File: src/common/sniff_settings.svh
`ifndef SNIFF_SETTINGS_SVH
`define SNIFF_SETTINGS_SVH

// widths
`define SNIFF_BYTE_WIDTH       8
`define SNIFF_PATTERN_BYTES    8   // bytes in the match window
`define SNIFF_DELAY_WIDTH      20
`define SNIFF_WIDTH_WIDTH      17
`define SNIFF_COUNT_WIDTH      8
`define SNIFF_APB_ADDR_WIDTH   8
`define SNIFF_APB_DATA_WIDTH   32

// APB register map
`define SNIFF_REG_PATTERN_LO   8'h00
`define SNIFF_REG_PATTERN_HI   8'h04
`define SNIFF_REG_MASK_LO      8'h08
`define SNIFF_REG_MASK_HI      8'h0C
`define SNIFF_REG_DELAY        8'h10
`define SNIFF_REG_WIDTH        8'h14
`define SNIFF_REG_CTRL         8'h18   // bit 0 arm, write 1 to arm
`define SNIFF_REG_STATUS       8'h1C   // bit 0 armed, 15:8 trigger count

`endif

File: src/common/sniff_pkg.sv
`include "sniff_settings.svh"

package sniff_pkg;

   typedef logic [`SNIFF_BYTE_WIDTH-1:0]                       byte_t;

   // byte 0 is the oldest byte in the window
   typedef logic [`SNIFF_PATTERN_BYTES*`SNIFF_BYTE_WIDTH-1:0]  pattern_t;

   typedef logic [`SNIFF_DELAY_WIDTH-1:0]                      delay_t;    // fe_clk cycles
   typedef logic [`SNIFF_WIDTH_WIDTH-1:0]                      width_t;    // fe_clk cycles
   typedef logic [`SNIFF_APB_ADDR_WIDTH-1:0]                   apb_addr_t;
   typedef logic [`SNIFF_APB_DATA_WIDTH-1:0]                   apb_data_t;
   typedef logic [`SNIFF_COUNT_WIDTH-1:0]                      trig_count_t;

   typedef enum logic [1:0] {
      TRIG_IDLE,    // not armed
      TRIG_ARMED,   // collecting matches per packet
      TRIG_DELAY,   // counting down the delay
      TRIG_PULSE    // driving the trigger output
   } trig_state_e;

endpackage

File: src/apb_regs.sv
`default_nettype none
`timescale 1ns/10ps
`include "sniff_settings.svh"

module apb_regs (
   input  logic                   fe_clk,
   input  logic                   reset_i,
   input  sniff_pkg::apb_addr_t   paddr_i,
   input  logic                   psel_i,
   input  logic                   penable_i,
   input  logic                   pwrite_i,
   input  sniff_pkg::apb_data_t   pwdata_i,
   input  logic                   armed_i,
   input  sniff_pkg::trig_count_t trig_count_i,
   output sniff_pkg::apb_data_t   prdata_o,
   output logic                   pready_o,
   output logic                   pslverr_o,
   output sniff_pkg::pattern_t    pattern_o,
   output sniff_pkg::pattern_t    mask_o,
   output sniff_pkg::delay_t      delay_o,
   output sniff_pkg::width_t      width_o,
   output logic                   arm_set_o
);
   import sniff_pkg::*;

   logic access;   // APB access phase
   logic mapped;
   logic wr_en;

   assign access    = psel_i & penable_i;
   assign wr_en     = access & pwrite_i & mapped;
   assign pready_o  = 1'b1;               // no wait states
   assign pslverr_o = access & ~mapped;

   // arm takes effect at the access edge
   assign arm_set_o = wr_en & (paddr_i == `SNIFF_REG_CTRL) & pwdata_i[0];

   ////////////////////////////////////////
   // address decode and read mux
   ////////////////////////////////////////
   always_comb begin
      mapped   = 1'b1;
      prdata_o = '0;
      case (paddr_i)
         `SNIFF_REG_PATTERN_LO: prdata_o = pattern_o[31:0];
         `SNIFF_REG_PATTERN_HI: prdata_o = pattern_o[63:32];
         `SNIFF_REG_MASK_LO:    prdata_o = mask_o[31:0];
         `SNIFF_REG_MASK_HI:    prdata_o = mask_o[63:32];
         `SNIFF_REG_DELAY:      prdata_o = apb_data_t'(delay_o);
         `SNIFF_REG_WIDTH:      prdata_o = apb_data_t'(width_o);
         `SNIFF_REG_CTRL:       prdata_o = apb_data_t'(armed_i);
         `SNIFF_REG_STATUS:     prdata_o = apb_data_t'({trig_count_i, 7'b0, armed_i});
         default:               mapped   = 1'b0;
      endcase
   end

   ////////////////////////////////////////
   // configuration registers
   ////////////////////////////////////////
   always_ff @(posedge fe_clk) begin
      if (reset_i) begin
         pattern_o <= '0;
         mask_o    <= '0;
         delay_o   <= '0;
         width_o   <= '0;
      end
      else if (wr_en) begin
         case (paddr_i)
            `SNIFF_REG_PATTERN_LO: pattern_o[31:0]  <= pwdata_i;
            `SNIFF_REG_PATTERN_HI: pattern_o[63:32] <= pwdata_i;
            `SNIFF_REG_MASK_LO:    mask_o[31:0]     <= pwdata_i;
            `SNIFF_REG_MASK_HI:    mask_o[63:32]    <= pwdata_i;
            `SNIFF_REG_DELAY:      delay_o <= pwdata_i[`SNIFF_DELAY_WIDTH-1:0];
            `SNIFF_REG_WIDTH:      width_o <= pwdata_i[`SNIFF_WIDTH_WIDTH-1:0];
            default: ;                           // CTRL and STATUS hold no config
         endcase
      end
   end

endmodule
`default_nettype wire

File: src/trigger/pattern_matcher.sv
`default_nettype none
`timescale 1ns/10ps
`include "sniff_settings.svh"

module pattern_matcher (
   input  logic                fe_clk,
   input  logic                reset_i,
   input  sniff_pkg::byte_t    fe_data_i,
   input  logic                fe_rxvalid_i,
   input  logic                fe_rxactive_i,
   input  sniff_pkg::pattern_t pattern_i,
   input  sniff_pkg::pattern_t mask_i,
   output logic                match_o
);
   import sniff_pkg::*;

   localparam int NBYTES = `SNIFF_PATTERN_BYTES;
   localparam int BW     = $bits(byte_t);

   pattern_t          window_q;
   logic [NBYTES-1:0] filled_q;      // slot holds a byte of this packet
   logic              active_q;
   pattern_t          window_base;
   logic [NBYTES-1:0] filled_base;
   pattern_t          window_next;
   logic [NBYTES-1:0] filled_next;
   logic [NBYTES-1:0] byte_hit;
   logic              pkt_start;
   logic              accept;

   assign pkt_start = fe_rxactive_i & ~active_q;
   assign accept    = fe_rxvalid_i & fe_rxactive_i;

   // new byte enters at the top, oldest falls out of byte 0
   always_comb begin
      window_base = pkt_start ? '0 : window_q;
      filled_base = pkt_start ? '0 : filled_q;
      window_next = {fe_data_i, window_base[NBYTES*BW-1:BW]};
      filled_next = {1'b1, filled_base[NBYTES-1:1]};
   end

   ////////////////////////////////////////
   // bytewise masked compare
   ////////////////////////////////////////
   always_comb begin
      for (int i = 0; i < NBYTES; i++) begin
         // an empty slot only passes when fully masked off
         byte_hit[i] = (((window_next[i*BW +: BW] ^ pattern_i[i*BW +: BW])
                         & mask_i[i*BW +: BW]) == '0)
                       && (filled_next[i] || (mask_i[i*BW +: BW] == '0));
      end
   end

   always_ff @(posedge fe_clk) begin
      if (reset_i) begin
         active_q <= 1'b0;
         filled_q <= '0;
         match_o  <= 1'b0;
      end
      else begin
         active_q <= fe_rxactive_i;
         match_o  <= accept & (&byte_hit);   // one cycle per accepted byte
         if (accept)
            filled_q <= filled_next;
         else if (pkt_start)
            filled_q <= '0;
      end
   end

   always_ff @(posedge fe_clk) begin
      if (accept)
         window_q <= window_next;
      else if (pkt_start)
         window_q <= '0;                     // cleared at packet start
   end

endmodule
`default_nettype wire

File: src/trigger/packet_monitor.sv
`default_nettype none
`timescale 1ns/10ps

module packet_monitor (
   input  logic fe_clk,
   input  logic reset_i,
   input  logic fe_rxactive_i,
   input  logic fe_rxerror_i,
   output logic pkt_end_o,
   output logic pkt_err_o
);

   logic active_q;   // rxactive from the previous edge
   logic err_q;      // error seen so far in this packet
   logic pkt_done;

   assign pkt_done = active_q & ~fe_rxactive_i;

   ////////////////////////////////////////
   // end of packet and sticky error
   ////////////////////////////////////////
   always_ff @(posedge fe_clk) begin
      if (reset_i) begin
         active_q  <= 1'b0;
         err_q     <= 1'b0;
         pkt_end_o <= 1'b0;
         pkt_err_o <= 1'b0;
      end
      else begin
         active_q  <= fe_rxactive_i;
         pkt_end_o <= pkt_done;
         if (pkt_done) begin
            // error on the closing edge still counts
            pkt_err_o <= err_q | fe_rxerror_i;
            err_q     <= 1'b0;
         end
         else begin
            pkt_err_o <= 1'b0;
            if (fe_rxactive_i & fe_rxerror_i)
               err_q <= 1'b1;
         end
      end
   end

endmodule
`default_nettype wire

File: src/trigger/trigger_gen.sv
`default_nettype none
`timescale 1ns/10ps

module trigger_gen (
   input  logic                   fe_clk,
   input  logic                   reset_i,
   input  logic                   arm_set_i,
   input  logic                   match_i,
   input  logic                   pkt_end_i,
   input  logic                   pkt_err_i,
   input  sniff_pkg::delay_t      delay_i,
   input  sniff_pkg::width_t      width_i,
   output logic                   cw_trig_o,
   output logic                   armed_o,
   output sniff_pkg::trig_count_t trig_count_o
);
   import sniff_pkg::*;

   trig_state_e state_q;
   logic        match_seen_q;   // match latched in the current packet
   delay_t      delay_cnt_q;
   width_t      width_cnt_q;
   width_t      width_last;

   // zero width acts as one cycle
   assign width_last = (width_i == '0) ? '0 : width_i - width_t'(1);
   assign armed_o    = (state_q != TRIG_IDLE);

   ////////////////////////////////////////
   // trigger FSM
   ////////////////////////////////////////
   always_ff @(posedge fe_clk) begin
      if (reset_i) begin
         state_q      <= TRIG_IDLE;
         match_seen_q <= 1'b0;
         cw_trig_o    <= 1'b0;
         trig_count_o <= '0;
      end
      else begin
         case (state_q)
            TRIG_IDLE: begin
               if (arm_set_i) begin
                  state_q      <= TRIG_ARMED;
                  match_seen_q <= 1'b0;
               end
            end
            TRIG_ARMED: begin
               if (pkt_end_i) begin
                  match_seen_q <= 1'b0;         // fresh start for the next packet
                  if (match_seen_q && !pkt_err_i)
                     state_q <= TRIG_DELAY;
               end
               else if (match_i) begin
                  match_seen_q <= 1'b1;
               end
            end
            TRIG_DELAY: begin
               if (delay_cnt_q == '0) begin
                  state_q   <= TRIG_PULSE;
                  cw_trig_o <= 1'b1;
               end
            end
            TRIG_PULSE: begin
               if (width_cnt_q == '0) begin
                  state_q      <= TRIG_IDLE;    // one-shot disarm
                  cw_trig_o    <= 1'b0;
                  trig_count_o <= trig_count_o + trig_count_t'(1);   // wraps at 255
               end
            end
            default: state_q <= TRIG_IDLE;
         endcase
      end
   end

   // counters only matter in DELAY and PULSE
   always_ff @(posedge fe_clk) begin
      case (state_q)
         TRIG_ARMED: delay_cnt_q <= delay_i;   // loaded until the packet qualifies
         TRIG_DELAY: begin
            delay_cnt_q <= delay_cnt_q - delay_t'(1);
            width_cnt_q <= width_last;
         end
         TRIG_PULSE: width_cnt_q <= width_cnt_q - width_t'(1);
         default: ;
      endcase
   end

endmodule
`default_nettype wire

File: src/sniff_top.sv
`default_nettype none
`timescale 1ns/10ps

module sniff_top (
   input  logic                 fe_clk,
   input  logic                 reset_i,
   input  sniff_pkg::apb_addr_t paddr_i,
   input  logic                 psel_i,
   input  logic                 penable_i,
   input  logic                 pwrite_i,
   input  sniff_pkg::apb_data_t pwdata_i,
   output sniff_pkg::apb_data_t prdata_o,
   output logic                 pready_o,
   output logic                 pslverr_o,
   input  sniff_pkg::byte_t     fe_data_i,
   input  logic                 fe_rxvalid_i,
   input  logic                 fe_rxactive_i,
   input  logic                 fe_rxerror_i,
   output logic                 cw_trig_o,
   output logic                 mcx_trig_o
);
   import sniff_pkg::*;

   pattern_t    pattern;
   pattern_t    mask;
   delay_t      delay;
   width_t      width;
   logic        arm_set;
   logic        armed;
   trig_count_t trig_count;
   logic        match;
   logic        pkt_end;
   logic        pkt_err;
   logic        trig;        // shared by both trigger connectors

   assign cw_trig_o  = trig;
   assign mcx_trig_o = trig;

   ////////////////////////////////////////
   // configuration
   ////////////////////////////////////////
   apb_regs U_apb_regs (
      .fe_clk       (fe_clk),
      .reset_i      (reset_i),
      .paddr_i      (paddr_i),
      .psel_i       (psel_i),
      .penable_i    (penable_i),
      .pwrite_i     (pwrite_i),
      .pwdata_i     (pwdata_i),
      .armed_i      (armed),
      .trig_count_i (trig_count),
      .prdata_o     (prdata_o),
      .pready_o     (pready_o),
      .pslverr_o    (pslverr_o),
      .pattern_o    (pattern),
      .mask_o       (mask),
      .delay_o      (delay),
      .width_o      (width),
      .arm_set_o    (arm_set)
   );

   ////////////////////////////////////////
   // trigger path
   ////////////////////////////////////////
   pattern_matcher U_pattern_matcher (
      .fe_clk        (fe_clk),
      .reset_i       (reset_i),
      .fe_data_i     (fe_data_i),
      .fe_rxvalid_i  (fe_rxvalid_i),
      .fe_rxactive_i (fe_rxactive_i),
      .pattern_i     (pattern),
      .mask_i        (mask),
      .match_o       (match)
   );

   packet_monitor U_packet_monitor (
      .fe_clk        (fe_clk),
      .reset_i       (reset_i),
      .fe_rxactive_i (fe_rxactive_i),
      .fe_rxerror_i  (fe_rxerror_i),
      .pkt_end_o     (pkt_end),
      .pkt_err_o     (pkt_err)
   );

   trigger_gen U_trigger_gen (
      .fe_clk       (fe_clk),
      .reset_i      (reset_i),
      .arm_set_i    (arm_set),
      .match_i      (match),
      .pkt_end_i    (pkt_end),
      .pkt_err_i    (pkt_err),
      .delay_i      (delay),
      .width_i      (width),
      .cw_trig_o    (trig),
      .armed_o      (armed),
      .trig_count_o (trig_count)
   );

endmodule
`default_nettype wire

File: config.mk
export PLATFORM = sky130hd
export DESIGN_NAME = sniff_top
export DESIGN_NICKNAME = d
export VERILOG_FILES = /design/src/common/sniff_pkg.sv /design/src/apb_regs.sv /design/src/trigger/pattern_matcher.sv /design/src/trigger/packet_monitor.sv /design/src/trigger/trigger_gen.sv /design/src/sniff_top.sv
export VERILOG_INCLUDE_DIRS = /design/src /design/src/common
export SDC_FILE = /design/constraint.sdc
export NUM_CORES = 1
export LEC_CHECK = 0
export BUFFER_PORTS_ARGS = -buffer_cell sky130_fd_sc_hd__buf_2
export CAP_MARGIN = 20
export CELL_PAD_IN_SITES_DETAIL_PLACEMENT = 1
export CELL_PAD_IN_SITES_GLOBAL_PLACEMENT = 1
export CORE_ASPECT_RATIO = 1.5
export CORE_MARGIN = 3
export CORE_UTILIZATION = 49
export CTS_BUF_LIST = sky130_fd_sc_hd__clkbuf_4
export DETAILED_ROUTE_END_ITERATION = 16
export HOLD_SLACK_MARGIN = 0.05
export PLACE_DENSITY = 0.82
export SLEW_MARGIN = 40
export SYNTH_ARGS = -nofsm -noshare
export SYNTH_HDL_FRONTEND = slang
export SYNTH_HIERARCHICAL = 1
export SYNTH_SLANG_ARGS = --single-unit
File: constraint.sdc
create_clock -name fe_clk -period 3.29 [get_ports fe_clk]
set_input_delay 0.658 -clock fe_clk [delete_from_list [all_inputs] [get_ports fe_clk]]
set_output_delay 0.658 -clock fe_clk [all_outputs]
set_load 0.05 [all_outputs]
## Yosys cells after proc, flatten, opt, wreduce, memory -nomap -nowiden

Index checks and enable logic that the tools add are counted.
Widths: inputs -> output; s select.

- Bits in registers: 282
- Input bits: 56
- Output and inout bits: 36
- Logic and storage cells: 147

- Add/subtract/negate cells: 4
- Equal/unequal tests: 16
- Muxes and demuxes: 22
- Bitwise operators: 32
- Reduce and logical (&&, ||, !) cells: 54

Operators with widths:

| kind | number |
|---|---|
| $pmux 32 s8 | 1 |
| $logic_not 8->1 | 16 |
| $mux 64 | 2 |
| $and 8x8->8 | 8 |
| $xor 8x8->8 | 8 |
| $pmux 20 s2 | 1 |
| $logic_not 17->1 | 2 |
| $pmux 17 s2 | 1 |
| $sub 17x1->17 const B | 2 |
| $eq 8x5->1 const B | 4 |
| $logic_not 20->1 | 1 |
| $sub 20x1->20 const B | 1 |
| $mux 17 | 1 |
| $eq 8x4->1 const B | 2 |
| $mux 8 | 2 |
| $reduce_and 2->1 | 7 |
| $and 1x1->1 | 11 |
| $mux 2 | 5 |
| $add 8x1->8 const B | 1 |
| $eq 8x3->1 const B | 1 |
| $logic_and 1x1->1 | 8 |
| $pmux 2 s4 | 1 |
| $reduce_and 8->1 | 1 |
| $reduce_bool 2->1 | 4 |
| 16 further kinds | 37 |

## Longest topological paths before layout

- Depth in word-level cells: 9
- Depth in mapped cells: 9
- Mapped depth without buffers: 8

## Hierarchy

Netlist, hierarchy kept.

Modules (own cells, without submodules):

| module | instances | cells an instance | area each (µm²) | sequential area each (µm²) |
|---|---|---|---|---|
| apb_regs | 1 | 779 | 7,998.9 | 3,303.2 |
| pattern_matcher | 1 | 472 | 3,544.6 | 1,301.2 |
| trigger_gen | 1 | 326 | 3,144.3 | 1,351.3 |
| packet_monitor | 1 | 12 | 136.4 | 80.1 |
| sniff_top | 1 | 1 | 7.5 | 0.0 |

## Worst setup path after synthesis

OpenSTA, ideal clock, no wires.

- Path type: input -> output
- From: input port paddr_i[5]
- To: output port prdata_o[13]
- Arrival: 2,897 ps
- Setup slack: -265 ps
- Stages: 4
- Cells stage by stage: or4b_2 > nor3_2 > nand2_1 > o21ai_0

- Cells in the longest elaborated chain, start to end: 2
- Elaborated cells between the ends (all ways): 9
- Those cells by class: eq/ne: 7; mux: 1; reduce/logical: 1

Ends and longest elaborated chain:

| element | line | text |
|---|---|---|
| start, declared | sniff_top.sv:7 | `input sniff_pkg::apb_addr_t paddr_i,` |
| $eq 8x5->1 (tied with other cells) | apb_regs.sv:44 | `case (paddr_i)` |
| $pmux 32 s8 * | apb_regs.sv:44 |  |
| end, declared | sniff_top.sv:12 | `output sniff_pkg::apb_data_t prdata_o,` |

Mark *: on every way between the ends. The rest lies on a longest branch, timed or not.

## Worst setup path after layout

Ends and elaborated chain as after synthesis.

==> impl_metrics.tcl <==
set metrics [dict create \
    nets 1769 \
    muxShareOfSynthArea 0.147 \
    netlist_area_um2 14800 \
    ioPinCount 92 \
    tritoncts "yes" \
    wl_per_cell_um 24.7 \
    drive_above_1_share 0.175 \
    synth_adder_area_share 0.0101 \
    critPathKind "in -> out" \
    htree_num_levels 3 \
    ff2ff_path_depth 4 \
    synth_compound_area_frac 0.110 \
    clkSinkCount 283 \
    ys_top_cells_by_area "dfxtp_1 (33%), mux2i_1 (13%), nand2b_1 (8.3%), edfxtp_1 (7.5%), nand2_1 (4.9%)" \
    drt.antenna.violating_nets 0 \
    worstSetupEndpointType "output port" \
    fin_ws_ps 167 \
    syn_inst 1590 \
    yosysTopAreaCell "dfxtp_1" \
    rsz0062_at_grt "no" \
    p_leak_nw 6.83 \
    synth_flop_cell "dfxtp_1" \
    drt_wl_total_um 52900 \
    start_util 0.500 \
    cts_buffers 71 \
    worst_pin_slew_ps 775 \
    max_cap_violations 0 \
    ys_ff_latch 283 \
    synth_top_family_by_area "simple AND/OR/NAND/NOR gates" \
    hold_start "fe_data_i[1]" \
    finalClockSkew_ps 39.9 \
    crit_chain "buf_2 > or4b_2 > nor3_2 > nand2_1 > o21ai_0 > buf_2" \
    dieWidth_um 148 \
    status "complete, no violations" \
    ff2ff_setup_slack_ps 640 \
    critical_path.slowest_cell "or4b_2" \
    final_common_cell "dfxtp_1" \
    cpMostUsedCell "buf_2" \
    grt_pass1_wl_um 79300 \
    root_buffer "clkbuf_4" \
    netlist.area_leader.share 0.332 \
    area_growth_pct 11.7 \
    async_reset_ff_frac 0 \
    seq_area_frac_synth 0.407 \
    viasPerCell 5.99 \
    drtIter0Drc 826 \
    max_stage_delay_ps 720 \
    timing.fmax_ghz 0.320 \
    die_height_um 219 \
    slew_violations 0 \
    io_buffer_count 90 \
    cp-start-kind "primary input" \
    first_pass_iters 5 \
    synth_xor_xnor_area_share 0.0638 \
    grt_pass1_vias 13500 \
    gp_congestion 0.961 \
    cp.required_ps 2630 \
    cts_resized 0 \
    grt_overflow 0 \
    holdBufCountCts 0 \
    pwr_density_cell_nw_per_um2 452 \
    clock_path_buffers 3 \
    synth_area_per_cell_um2 9.33 \
    min_period_ps 3120 \
    synth-simple-area-share 0.222 \
    dp_slack_ps 227 \
    final_cell_mix "dfxtp_1 (246), nand2b_1 (197), nand2_1 (191), mux2i_1 (186), clkbuf_4 (110)" \
    ir_drop_v 0.000200 \
    crit_path_end "prdata_o[13]" \
    fin_crit_sh 0.949 \
    rows 77 \
    synth_fp_nets 1658 \
    path_clk_slew_ps 60 \
    core_um2 29700 \
    r2r_start "U_apb_regs/width_o[8]" \
    synth_warnings 6 \
    hold_viol 0 \
    drcViolationCount 0 \
    synth-edff-count 37 \
    clock_latency_ps 770 \
    ys_types 72 \
    timing.rr.end "U_trigger_gen/width_cnt_q[10]" \
    slew_headroom 0.479 \
    die_area_um2 32400 \
    grt_max_degree 117 \
    antenna_found_initial 2 \
    fin_setup_tns_ps 0 \
    hold_class "in -> reg" \
    crit_start "paddr_i[5]" \
    setup_viol 0 \
    critical_path.max_fanout 5 \
    vias 12800 \
    postCtsSetupBuffers 0 \
    dp_hpwl_um 38700 \
    grtUsageTotal 0.322 \
    crit_arrival_ps 2470 \
]
==> critical path: cells and delay by family <==
family,cells,cell delay (ps)
compound gates,1,300
simple gates,3,1040
buf+inv,2,460
==> how the worst min path moves through the flow <==
stage,endpoint,cells after the start
floorplan,U_pattern_matcher/window_q[51],2
global placement,U_pattern_matcher/window_q[48],2
detailed placement,U_pattern_matcher/window_q[50],2
CTS,U_packet_monitor/pkt_err_o,3
global route,U_packet_monitor/err_q,3
finish,U_pattern_matcher/window_q[57],3
==> cell usage after synthesis, drive strengths merged (3+ instances only) <==
| cell type | number |
|---|---|
| nor2b | 8 |
| nand2b | 199 |
| a221oi | 6 |
| a21oi | 87 |
| a21boi | 9 |
| o2bb2ai | 10 |
| or3 | 7 |
| a22o | 21 |
| or4 | 4 |
| xnor2 | 73 |
| o22ai | 17 |
| o211ai | 8 |
| and3 | 7 |
| a22oi | 41 |
| mux2 | 12 |
| nor4 | 27 |
| nor4b | 3 |
| nor2 | 71 |
| mux2i | 186 |
| nor3 | 20 |
| nand2 | 194 |
| edfxtp | 37 |
| xor2 | 35 |
| and2 | 8 |
| nand3b | 6 |
| nor3b | 11 |
| ha | 12 |
| clkbuf | 56 |
| o2111ai | 3 |
| inv | 15 |
| buf | 47 |
| o21ai | 32 |
| dfxtp | 246 |
| mux4 | 8 |
| nand3 | 31 |
| nand4 | 8 |
==> power by group <==
part	internal (mW)	leakage [nW]	switching (mW)	total, mW
Sequential	3.62	2.33	0.0900	3.71
Clock	1.58	0.538	1.51	3.10
Combinational	0.238	3.97	0.438	0.676
==> kinds of logic after synthesis <==
group / count (synthesis)
and+or+nand+nor: 614
adders and majority gates: 12
DFF: 283
muxes: 206
xor gates and xnor gates: 108
other: 1
AOI/OAI and AO/OA: 247
buffers and inverters: 119
==> sequential cells by signal (all words and copies together), names as in the netlist <==
signal / count
U_trigger_gen/cw_trig_o: 1
U_packet_monitor/pkt_err_o: 1
U_packet_monitor/active_q: 1
U_pattern_matcher/filled_q: 7
U_pattern_matcher/window_q: 56
U_apb_regs/pattern_o: 64
U_pattern_matcher/active_q: 1
U_apb_regs/delay_o: 20
U_trigger_gen/match_seen_q: 1
U_pattern_matcher/match_o: 1
U_apb_regs/mask_o: 64
U_trigger_gen/state_q: 2
U_trigger_gen/width_cnt_q: 17
U_packet_monitor/pkt_end_o: 1
U_trigger_gen/delay_cnt_q: 20
U_packet_monitor/err_q: 1
U_trigger_gen/trig_count_o: 8
U_apb_regs/width_o: 17
==> layout make-up <==
cell class              instances  area, um2
flip-flops and latches        283       6040
inverters                      16       60.1
clock buffers                 110        826
clock inverters                 9       61.3
repair buffers                141        876
diodes                          2       5.00
well taps                     395        494
multi-input cells            1188       8210
fillers                      3492      13100
==> metal layers <==
layer | wire [um] | GRT usage | up-vias
li1 | - | - | 5831
met1 | 18500 | 0.325 | 6294
met2 | 27200 | 0.578 | 500
met3 | 2570 | 0.0547 | 211
met4 | 4620 | 0.260 | 0
met5 | 0 | 0 | -
==> metrics by stage <==
| stage | cell area (um2) | power, mW | util | cells | hold WS, ps |
|---|---|---|---|---|---|
| after floorplan | 14800 | 4.21 | - | 1590 | 432 |
| after global placement | 15700 | 4.42 | 0.528 | 2023 | 436 |
| after detailed placement | 15700 | 4.46 | 0.528 | 2023 | 451 |
| after CTS | 16600 | 7.53 | 0.558 | 2142 | 111 |
| after global routing | 16600 | 7.75 | 0.558 | 2144 | 167 |
| final | 16600 | 7.49 | 0.558 | 2144 | 158 |
No activity file was read; power rests on OpenSTA's default activity.
